$ cat config.mk
export PLATFORM = sky130hd
export DESIGN_NAME = exec_cluster
export DESIGN_NICKNAME = d
export VERILOG_FILES = /design/src/hdl/isa_pkg.sv /design/src/hdl/exec_pkg.sv /design/src/hdl/alu_unit.sv /design/src/hdl/mul_unit.sv /design/src/hdl/writeback_arbiter.sv /design/src/hdl/exec_cluster.sv
export VERILOG_INCLUDE_DIRS = /design/src /design/src/include
export SDC_FILE = /design/constraint.sdc
export NUM_CORES = 2
export LEC_CHECK = 0
export ABC_AREA = 1
export BUFFER_PORTS_ARGS = -buffer_cell sky130_fd_sc_hd__buf_2
export CAP_MARGIN = 5
export CORE_AREA = 4 4 488 490
export CTS_CLUSTER_SIZE = 12
export DETAILED_ROUTE_END_ITERATION = 7
export DIE_AREA = 0 0 492 494
export PLACE_DENSITY = 0.39
export RECOVER_POWER = 100
export SETUP_SLACK_MARGIN = 0.3
export SKIP_LAST_GASP = 1
export SLEW_MARGIN = 20
export SYNTH_ARGS = -nofsm -noshare
export SYNTH_HDL_FRONTEND = slang
export SYNTH_SLANG_ARGS = --single-unit
$ cat constraint.sdc
create_clock -name clk -period 8 [get_ports clk]
set_clock_uncertainty 0.05 [all_clocks]
set_input_delay 1.2 -clock clk [delete_from_list [all_inputs] [get_ports clk]]
set_output_delay 1.2 -clock clk [all_outputs]
set_load 0.02 [all_outputs]
$ cat src/include/exec_params.svh
`ifndef EXEC_PARAMS_SVH
`define EXEC_PARAMS_SVH

// datapath width
`define XLEN 32

// physical register number width
`define TAG_W 8

`define MUL_STAGES 3

// ALU results waiting behind the multiplier
`define RESULT_QUEUE_DEPTH 4

`endif

$ cat src/hdl/isa_pkg.sv
`default_nettype none

package isa_pkg;

    // codes 0..12 match the vector file
    typedef enum logic [3:0] {
        OP_ADD   = 4'd0,
        OP_SUB   = 4'd1,
        OP_AND   = 4'd2,
        OP_OR    = 4'd3,
        OP_XOR   = 4'd4,
        OP_SLL   = 4'd5,
        OP_SRL   = 4'd6,
        OP_SRA   = 4'd7,
        OP_SLT   = 4'd8,
        OP_SLTU  = 4'd9,
        OP_MUL   = 4'd10,
        OP_MULH  = 4'd11,
        OP_MULHU = 4'd12
    } op_e;

    typedef enum logic {
        UNIT_ALU = 1'b0,
        UNIT_MUL = 1'b1
    } unit_e;

    // which execution unit owns an op
    function automatic unit_e op_unit(input op_e op);
        case (op)
            OP_MUL, OP_MULH, OP_MULHU: return UNIT_MUL;
            default: return UNIT_ALU;
        endcase
    endfunction

endpackage

`default_nettype wire

$ cat src/hdl/exec_pkg.sv
`default_nettype none

`include "exec_params.svh"

package exec_pkg;

    // one issued operation, operands already resolved
    typedef struct packed {
        isa_pkg::op_e       op;
        logic [`XLEN-1:0]   a;
        logic [`XLEN-1:0]   b;
        logic [`TAG_W-1:0]  tag;   // physical destination
    } issue_t;

    // completion as seen on the forwarding/writeback bus
    typedef struct packed {
        logic [`TAG_W-1:0]  tag;
        logic [`XLEN-1:0]   value;
    } result_t;

endpackage

`default_nettype wire

$ cat src/hdl/alu_unit.sv
`timescale 1ns/1ps
`default_nettype none

`include "exec_params.svh"

module alu_unit (
    input  wire logic              clk,
    input  wire logic              rst_n,
    input  wire logic              issue_valid,
    input  wire exec_pkg::issue_t  issue,
    output logic                   alu_done,
    output exec_pkg::result_t      alu_result
);

    logic             take;
    logic [4:0]       shamt;
    logic [`XLEN-1:0] value;

    assign take  = issue_valid && (isa_pkg::op_unit(issue.op) == isa_pkg::UNIT_ALU);
    assign shamt = issue.b[4:0];   // rv32 shifts use low 5 bits

    always_comb begin
        case (issue.op)
            isa_pkg::OP_ADD:  value = issue.a + issue.b;
            isa_pkg::OP_SUB:  value = issue.a - issue.b;
            isa_pkg::OP_AND:  value = issue.a & issue.b;
            isa_pkg::OP_OR:   value = issue.a | issue.b;
            isa_pkg::OP_XOR:  value = issue.a ^ issue.b;
            isa_pkg::OP_SLL:  value = issue.a << shamt;
            isa_pkg::OP_SRL:  value = issue.a >> shamt;
            isa_pkg::OP_SRA:  value = $signed(issue.a) >>> shamt;
            isa_pkg::OP_SLT: begin
                value = {{(`XLEN-1){1'b0}}, ($signed(issue.a) < $signed(issue.b))};
            end
            isa_pkg::OP_SLTU: begin
                value = {{(`XLEN-1){1'b0}}, (issue.a < issue.b)};
            end
            default:          value = '0;   // mul class, not ours
        endcase
    end

    always_ff @(posedge clk) begin
        if (!rst_n) begin
            alu_done <= 1'b0;
        end else begin
            alu_done <= take;
        end
    end

    // payload only moves when an ALU op is taken
    always_ff @(posedge clk) begin
        if (take) begin
            alu_result.tag   <= issue.tag;
            alu_result.value <= value;
        end
    end

endmodule

`default_nettype wire

$ cat src/hdl/mul_unit.sv
`timescale 1ns/1ps
`default_nettype none

`include "exec_params.svh"

module mul_unit (
    input  wire logic              clk,
    input  wire logic              rst_n,
    input  wire logic              issue_valid,
    input  wire exec_pkg::issue_t  issue,
    output logic                   mul_done,
    output exec_pkg::result_t      mul_result
);

    localparam int NS = `MUL_STAGES;

    // per-stage bookkeeping
    typedef struct packed {
        isa_pkg::op_e       op;
        logic [`TAG_W-1:0]  tag;
    } mul_meta_t;

    logic                      take;
    logic                      sgn;
    logic [NS-1:0]             stg_valid;
    mul_meta_t                 stg_meta [NS];
    logic signed [`XLEN:0]     opa;         // 33 bits, sign or zero extended
    logic signed [`XLEN:0]     opb;
    logic signed [2*`XLEN-1:0] prod;
    logic [2*`XLEN-1:0]        stg_prod [1:NS-1];

    assign take = issue_valid && (isa_pkg::op_unit(issue.op) == isa_pkg::UNIT_MUL);
    assign sgn  = (issue.op == isa_pkg::OP_MULH);
    assign prod = opa * opb;

    always_ff @(posedge clk) begin
        if (!rst_n) begin
            stg_valid <= '0;
        end else begin
            stg_valid <= {stg_valid[NS-2:0], take};
        end
    end

    always_ff @(posedge clk) begin
        // stage 0 latches operands
        stg_meta[0] <= '{op: issue.op, tag: issue.tag};
        opa         <= {sgn & issue.a[`XLEN-1], issue.a};
        opb         <= {sgn & issue.b[`XLEN-1], issue.b};
        stg_prod[1] <= prod;
        for (int i = 1; i < NS; i++) begin
            stg_meta[i] <= stg_meta[i-1];
        end
        for (int i = 2; i < NS; i++) begin
            stg_prod[i] <= stg_prod[i-1];
        end
    end

    assign mul_done       = stg_valid[NS-1];
    assign mul_result.tag = stg_meta[NS-1].tag;

    // low half for MUL, high half for MULH/MULHU
    assign mul_result.value = (stg_meta[NS-1].op == isa_pkg::OP_MUL)
                            ? stg_prod[NS-1][`XLEN-1:0]
                            : stg_prod[NS-1][2*`XLEN-1:`XLEN];

endmodule

`default_nettype wire

$ cat src/hdl/writeback_arbiter.sv
`timescale 1ns/1ps
`default_nettype none

`include "exec_params.svh"

module writeback_arbiter (
    input  wire logic               clk,
    input  wire logic               rst_n,
    input  wire logic               alu_done,
    input  wire exec_pkg::result_t  alu_result,
    input  wire logic               mul_done,
    input  wire exec_pkg::result_t  mul_result,
    output logic                    result_valid,
    output exec_pkg::result_t       result
);

    localparam int QD    = `RESULT_QUEUE_DEPTH;
    localparam int PTR_W = $clog2(QD);

    exec_pkg::result_t queue_mem [QD];
    logic [PTR_W-1:0]  head;
    logic [PTR_W-1:0]  tail;
    logic [PTR_W:0]    count;
    logic              q_empty;
    logic              push;
    logic              pop;

    assign q_empty = (count == '0);
    // ALU result parks if it loses to mul or would overtake older entries
    assign push    = alu_done && (mul_done || !q_empty);
    assign pop     = !mul_done && !q_empty;

    always_ff @(posedge clk) begin
        if (!rst_n) begin
            head  <= '0;
            tail  <= '0;
            count <= '0;
        end else begin
            if (push) begin
                tail <= (tail == PTR_W'(QD-1)) ? '0 : tail + 1'b1;
            end
            if (pop) begin
                head <= (head == PTR_W'(QD-1)) ? '0 : head + 1'b1;
            end
            case ({push, pop})
                2'b10:   count <= count + 1'b1;
                2'b01:   count <= count - 1'b1;
                default: count <= count;
            endcase
        end
    end

    always_ff @(posedge clk) begin
        if (push) begin
            queue_mem[tail] <= alu_result;
        end
    end

    always_ff @(posedge clk) begin
        if (!rst_n) begin
            result_valid <= 1'b0;
        end else begin
            result_valid <= mul_done || alu_done || !q_empty;
        end
    end

    // mul first, then oldest queued, then a fresh ALU result
    always_ff @(posedge clk) begin
        if (mul_done) begin
            result <= mul_result;
        end else if (!q_empty) begin
            result <= queue_mem[head];
        end else if (alu_done) begin
            result <= alu_result;
        end
    end

endmodule

`default_nettype wire

$ cat src/hdl/exec_cluster.sv
`timescale 1ns/1ps
`default_nettype none

module exec_cluster (
    input  wire logic              clk,
    input  wire logic              rst_n,
    input  wire logic              issue_valid,
    input  wire exec_pkg::issue_t  issue,
    output wire logic              result_valid,
    output wire exec_pkg::result_t result
);

    wire logic              alu_done;
    wire exec_pkg::result_t alu_result;
    wire logic              mul_done;
    wire exec_pkg::result_t mul_result;

    // both units see every issue and filter by class
    alu_unit u_alu_unit (
        .clk         (clk),
        .rst_n       (rst_n),
        .issue_valid (issue_valid),
        .issue       (issue),
        .alu_done    (alu_done),
        .alu_result  (alu_result)
    );

    mul_unit u_mul_unit (
        .clk         (clk),
        .rst_n       (rst_n),
        .issue_valid (issue_valid),
        .issue       (issue),
        .mul_done    (mul_done),
        .mul_result  (mul_result)
    );

    writeback_arbiter u_writeback_arbiter (
        .clk          (clk),
        .rst_n        (rst_n),
        .alu_done     (alu_done),
        .alu_result   (alu_result),
        .mul_done     (mul_done),
        .mul_result   (mul_result),
        .result_valid (result_valid),
        .result       (result)
    );

endmodule

`default_nettype wire

* Word-level counts from Yosys, hierarchy flattened
Memory sizes are Yosys's and may differ from the RTL's. A register that Yosys moved wholly into a read port is not among the register bits.
Cells that the tools add are included.
** Cells by class
- Add/sub/neg operators :: 6
- $mul :: 1
- Divide/modulo/power cells :: 0
- Order comparisons :: 2
- Eq/ne operators :: 18
- Shift operators :: 3
- Mux-type cells :: 13
- Bitwise logic cells :: 6
- Reductions and logical operators :: 13
** Operator list (number)
- 32-bit case mux with 10 select lines :: 1
- 40-bit 2-to-1 mux :: 3
- 32-bit < comparator :: 2
- 33-bit by 33-bit multiplier with 64-bit output :: 1
- 32-bit adder :: 1
- 32-bit AND :: 1
- 32-bit 2-to-1 mux :: 1
- 32-bit bitwise OR :: 1
- 32-bit by 5-bit << shifter with 32-bit output :: 1
- 32-bit by 5-bit >> shifter with 32-bit output :: 1
- 32-bit by 5-bit >>> shifter with 32-bit output :: 1
- 32-bit subtractor :: 1
- 32-bit bitwise XOR :: 1
- 4-bit == test (second input constant) :: 6
- 4-bit by 3-bit == test with 1-bit output (second input constant) :: 4
- 4-bit by 2-bit == test with 1-bit output (second input constant) :: 2
- 2-bit 2-to-1 mux :: 4
- 2-bit == test (second input constant) :: 3
- 3-bit case mux with 2 select lines :: 1
- 2-bit by 1-bit adder with 2-bit output (second input constant) :: 2
- 4-bit by 1-bit == test with 1-bit output (second input constant) :: 1
- 1-bit logical AND :: 4
- 4-bit logical NOT :: 1
- 3-bit by 1-bit adder with 3-bit output (second input constant) :: 1
- 11 further kinds :: 17
** Storage, ports and cells
- Register bits after elaboration :: 158
- Latch bits :: 0
- Bits in writable memories :: 324
- Bits in read-only memories :: 0
- Input port bits :: 79
- Output and inout bits :: 41
- Word-level logic and storage cells :: 77
- Memories :: 3
** Memory list
- u_writeback_arbiter.queue_mem :: words 4, bits a word 40, read ports 1, clocked after Yosys merged registers in 1, write ports 1, RTL line writeback_arbiter.sv:20 : exec_pkg::result_t queue_mem [QD];
- u_mul_unit.stg_prod :: words 2, bits a word 64, read ports 2, clocked after Yosys merged registers in 0, write ports 2, RTL line mul_unit.sv:30 : logic [2*`XLEN-1:0] stg_prod [1:NS-1];
- u_mul_unit.stg_meta :: words 3, bits a word 12, read ports 3, clocked after Yosys merged registers in 0, write ports 3, RTL line mul_unit.sv:26 : mul_meta_t stg_meta [NS];

* Longest topological paths before layout
- Depth after elaboration :: 6
- Gate-level depth with buffers :: 32
- Gate-level depth less buffers :: 30

* By module
Synthesis repeated with hierarchy kept, for this count alone.
** Second synthesis, totals
- Cells, all modules :: 8487
- Area, all modules :: 66192.2 sq um
** By module, submodules not included
- mul_unit :: times used 1, cells an instance 5578, area an instance 45965.3 sq um, seq. area each 4664.5 sq um
- alu_unit :: times used 1, cells an instance 2108, area an instance 11390.9 sq um, seq. area each 1221.2 sq um
- writeback_arbiter :: times used 1, cells an instance 801, area an instance 8836.0 sq um, seq. area each 6206.0 sq um

* Worst setup path after synthesis
OpenSTA, ideal clock, no wires.
- Path kind :: register to register
- Start point :: reg u_mul_unit.opb[11]
- End point :: mem u_mul_unit.stg_prod[1][62] in the netlist's numbering
- Setup time :: 0.112 ns
- Arrival :: 6.847 ns
- Data required time :: 7.838 ns
- Path slack :: 0.991 ns
- Stages on the path, launching flop included :: 30
- Buffers on the path :: 2
- Clock period less this slack :: 7.009 ns
- Cells stage by stage :: dfxtp_1 > clkbuf_1 > clkbuf_1 > nand2_1 > inv_1 > fa_1 > inv_1 > fa_1 > inv_1 > fa_1 > inv_1 > fa_1 > fa_1 > inv_1 > fa_1 > inv_1 > fa_1 > fa_1 > inv_1 > ha_1 > nand2_1 > nand2_1 > o21bai_1 > nor2b_1 > nor2_1 > nand2_1 > a21oi_1 > nand2_1 > nand2_1 > nand2_1
** RTL lines
- start, declared :: RTL line mul_unit.sv:28 : logic signed [`XLEN:0] opb;
- start signal, assigned :: RTL line mul_unit.sv:48 : opb <= {sgn & issue.b[`XLEN-1], issue.b};
- end, declared :: RTL line mul_unit.sv:30

==> flow_summary.yaml <==
outcome:
  status: "finished, violations left"
  violations: "capacitance limit, slew limit"
clock_tree:
  clk_pin_slew_ns: 0.06
  clk-insertion-delay-late_ns: 0.71
  numCtsBuffers: 58
  cts.sinks: 484
  htree_levels: 2
  cts_tree: "done"
  clockBufferDepth: 3
  root_buffer: "clkbuf_16"
critical_path:
  crit_slowest_cell: "dfxtp_1"
  critical_path_class: "flip-flop to flip-flop"
  cp.arrival_ns: 8.17
  critPathRequiredTime_ns: 8.55
  cp_top_family: "adder cells"
  critPathMaxStageDelay_ns: 1.16
  cp-start-kind: "flip-flop"
  crit_fanout: 15
  reg2reg_from: "u_mul_unit.opa[2]"
  cp-startpoint: "u_mul_unit.opa[2]"
  critPathBufInv: 8
  crit_path_end_kind: "flip-flop"
global_route:
  grtUsageTotal: 0.2144
  overflow: 0
  grt_pass1_vias: 56120
  grt_pass1_wl_um: 386700
  antenna_found_initial: 21
  grt_max_degree: 81
floorplanning:
  start_util: 0.2786
  chipHeight_um: 494
  dieArea_um2: 243000
  core.rowCount: 178
  core-area_um2: 234100
  die_w_um: 492
  ios: 120
timing:
  slew-limit-headroom: -1.394
  rsz0062_at_grt: "true"
  setup-tns-final_ns: 0
  timing.final.crit_share: 0.9523
  max_freq_mhz: 131.3
  setup_viol: 0
  min_period_ns: 7.619
  maxSlewViolCount: 503
  hold_viol: 0
  fin_ws_ns: 0.3815
  max_slew.worst_pin.slew_ns: 3.591
synth:
  synth_area_um2: 65220
  synth_cells: 8351
  syn_nets: 9873
  yosysWarnings: 0
  yosysSeqAreaShare: 0.1854
  ys_ff_latch: 484
  yosys.cell_types.count: 51
  synth_area_per_cell_um2: 7.809
worst_hold_path:
  min-delay-start: "u_mul_unit.stg_meta[0][6]"
  hold_path.class: "flip-flop to flip-flop"
cells_and_area:
  final_common_cell: "nand2_1"
  final_cell_mix: "2203 x nand2_1, 2059 x inv_1, 1127 x fa_1"
  stdcell_count: 11510
  drive_gt1_frac: 0.04156
  design_area_um2: 71830
  final_nets: 9826
  syn_to_final_growth_pct: 10.14
detailed_routing:
  routedWlPerCell_um: 22.79
  routed_via_density: 4.683
  route.detailed.drc: 0
  num_vias: 53890
  drt_pre_antenna_iters: 6
  routed_wl_um: 262300
  antenna_left: 0
  drtIter0Drc: 4545
placement:
  pre_cts_slack_ns: 0.04131
  dp.cells: 11390
  dp_hpwl_um: 212900
  routabilityCongestion: 0.9393
  placed_area_um2: 69930
  port-buffer-count: 119
run:
  timing.max_cap.violations: 13
[worst reg2reg max path: cells and delay by family, from the launching register on]
family,cells,cell delay (ns)
flip-flops,1,1.16
XOR/XNOR,1,0.23
adder cells (fa/ha/maj),9,3.64
AND/OR/NAND/NOR,9,1.53
buffers and inverters,8,0.95
[final cells by class]
| cell class | instances | area, µm² |
|---|---|---|
| Multi-Input combinational cell | 5388 | 43660 |
| Antenna cell | 8 | 20.02 |
| Fill cell | 25400 | 162200 |
| Timing Repair Buffer | 296 | 2321 |
| Clock buffer | 80 | 1607 |
| Clock inverter | 26 | 345.3 |
| Inverter | 2076 | 7802 |
| Tap cell | 3150 | 3941 |
| Sequential cell | 484 | 12130 |
[worst paths after layout]
path	end	slack, ns	depth (start not counted)
min	u_mul_unit.stg_meta[0][18]	0.27	0
max	u_mul_unit.stg_prod[1][33]	0.38	27
min reg2reg	u_mul_unit.stg_meta[0][18]	0.27	0
max reg2reg	u_mul_unit.stg_prod[1][33]	0.38	27
[Yosys cell counts (all sizes together)]
master   instances  area, µm²
ha             315       3941
a221oi           3      26.28
nand2         2217       8374
a31oi            1      6.260
clkinv           1      3.750
and2            12      75.07
a21boi           2      15.01
o2111ai          2      17.52
nor3b            1      7.510
nand3b           8      60.06
o21ai          231       1156
xor2            42      367.9
nor2           438       1692
nand4           58      362.9
o22ai           56      350.3
a311oi           1      8.760
fa            1128      22580
o31ai            1      7.510
edfxtp         240       7207
nor4             3      18.77
o21bai          22      165.2
inv           2075       7791
nor2b            1      6.260
o211ai          25      192.7
clkbuf         317       1194
nor3            36      190.2
xnor2            4      35.03
o21a             1      7.510
nand3          568       2873
or2             11      68.82
dfxtp          244       4885
o221ai           1      8.760
buf             86      495.5
a21o             4      30.03
a21oi          192      960.9
a211oi           3      22.52
o211a            1      10.01
[registers in the layout (all words and copies together) (netlist names), named ones only]
register	count
u_writeback_arbiter.queue_mem	160
u_mul_unit.stg_prod	128
u_alu_unit.alu_result	40
u_writeback_arbiter.result	40
u_mul_unit.stg_meta	36
u_mul_unit.opa	33
u_mul_unit.opb	33
u_mul_unit.stg_valid	3
u_writeback_arbiter.count	3
u_writeback_arbiter.head	2
u_writeback_arbiter.tail	2
u_alu_unit.alu_done	1
u_writeback_arbiter.result_valid	1
[metal layers]
| metal | global-route usage | routed length [µm] | up-vias |
|---|---|---|---|
| met5 | 0 | 11 | - |
| met4 | 0.03935 | 5706 | 2 |
| met3 | 0.02642 | 15600 | 227 |
| met2 | 0.3478 | 119800 | 1558 |
| met1 | 0.3093 | 121200 | 27580 |
| li1 | - | - | 24520 |
[kinds of logic after synthesis]
logic type | synth area share
simple gates | 0.2105
compound gates | 0.04578
buf+inv | 0.1454
fa+ha+maj | 0.4067
flops | 0.1854
xor+xnor | 0.006178
[through the flow]
step / util / hold WS [ns]
CTS: 0.3072 / 0.2747
global placement: 0.2987 / 0.2602
finish: 0.3069 / 0.2742
floorplan: - / 0.2596
detailed placement: 0.2987 / 0.2621
global route: 0.3068 / 0.2737
[repair_timing]
action / CTS / global route
setup buffers: 0 / 9
endpoints found under the setup margin: 4 / 19
gates resized for setup: 11 / 18
hold buffers: 0 / 0
Power is not shown: default switching activity piles up to over one toggle a cycle in this logic, so the estimate is an artifact.
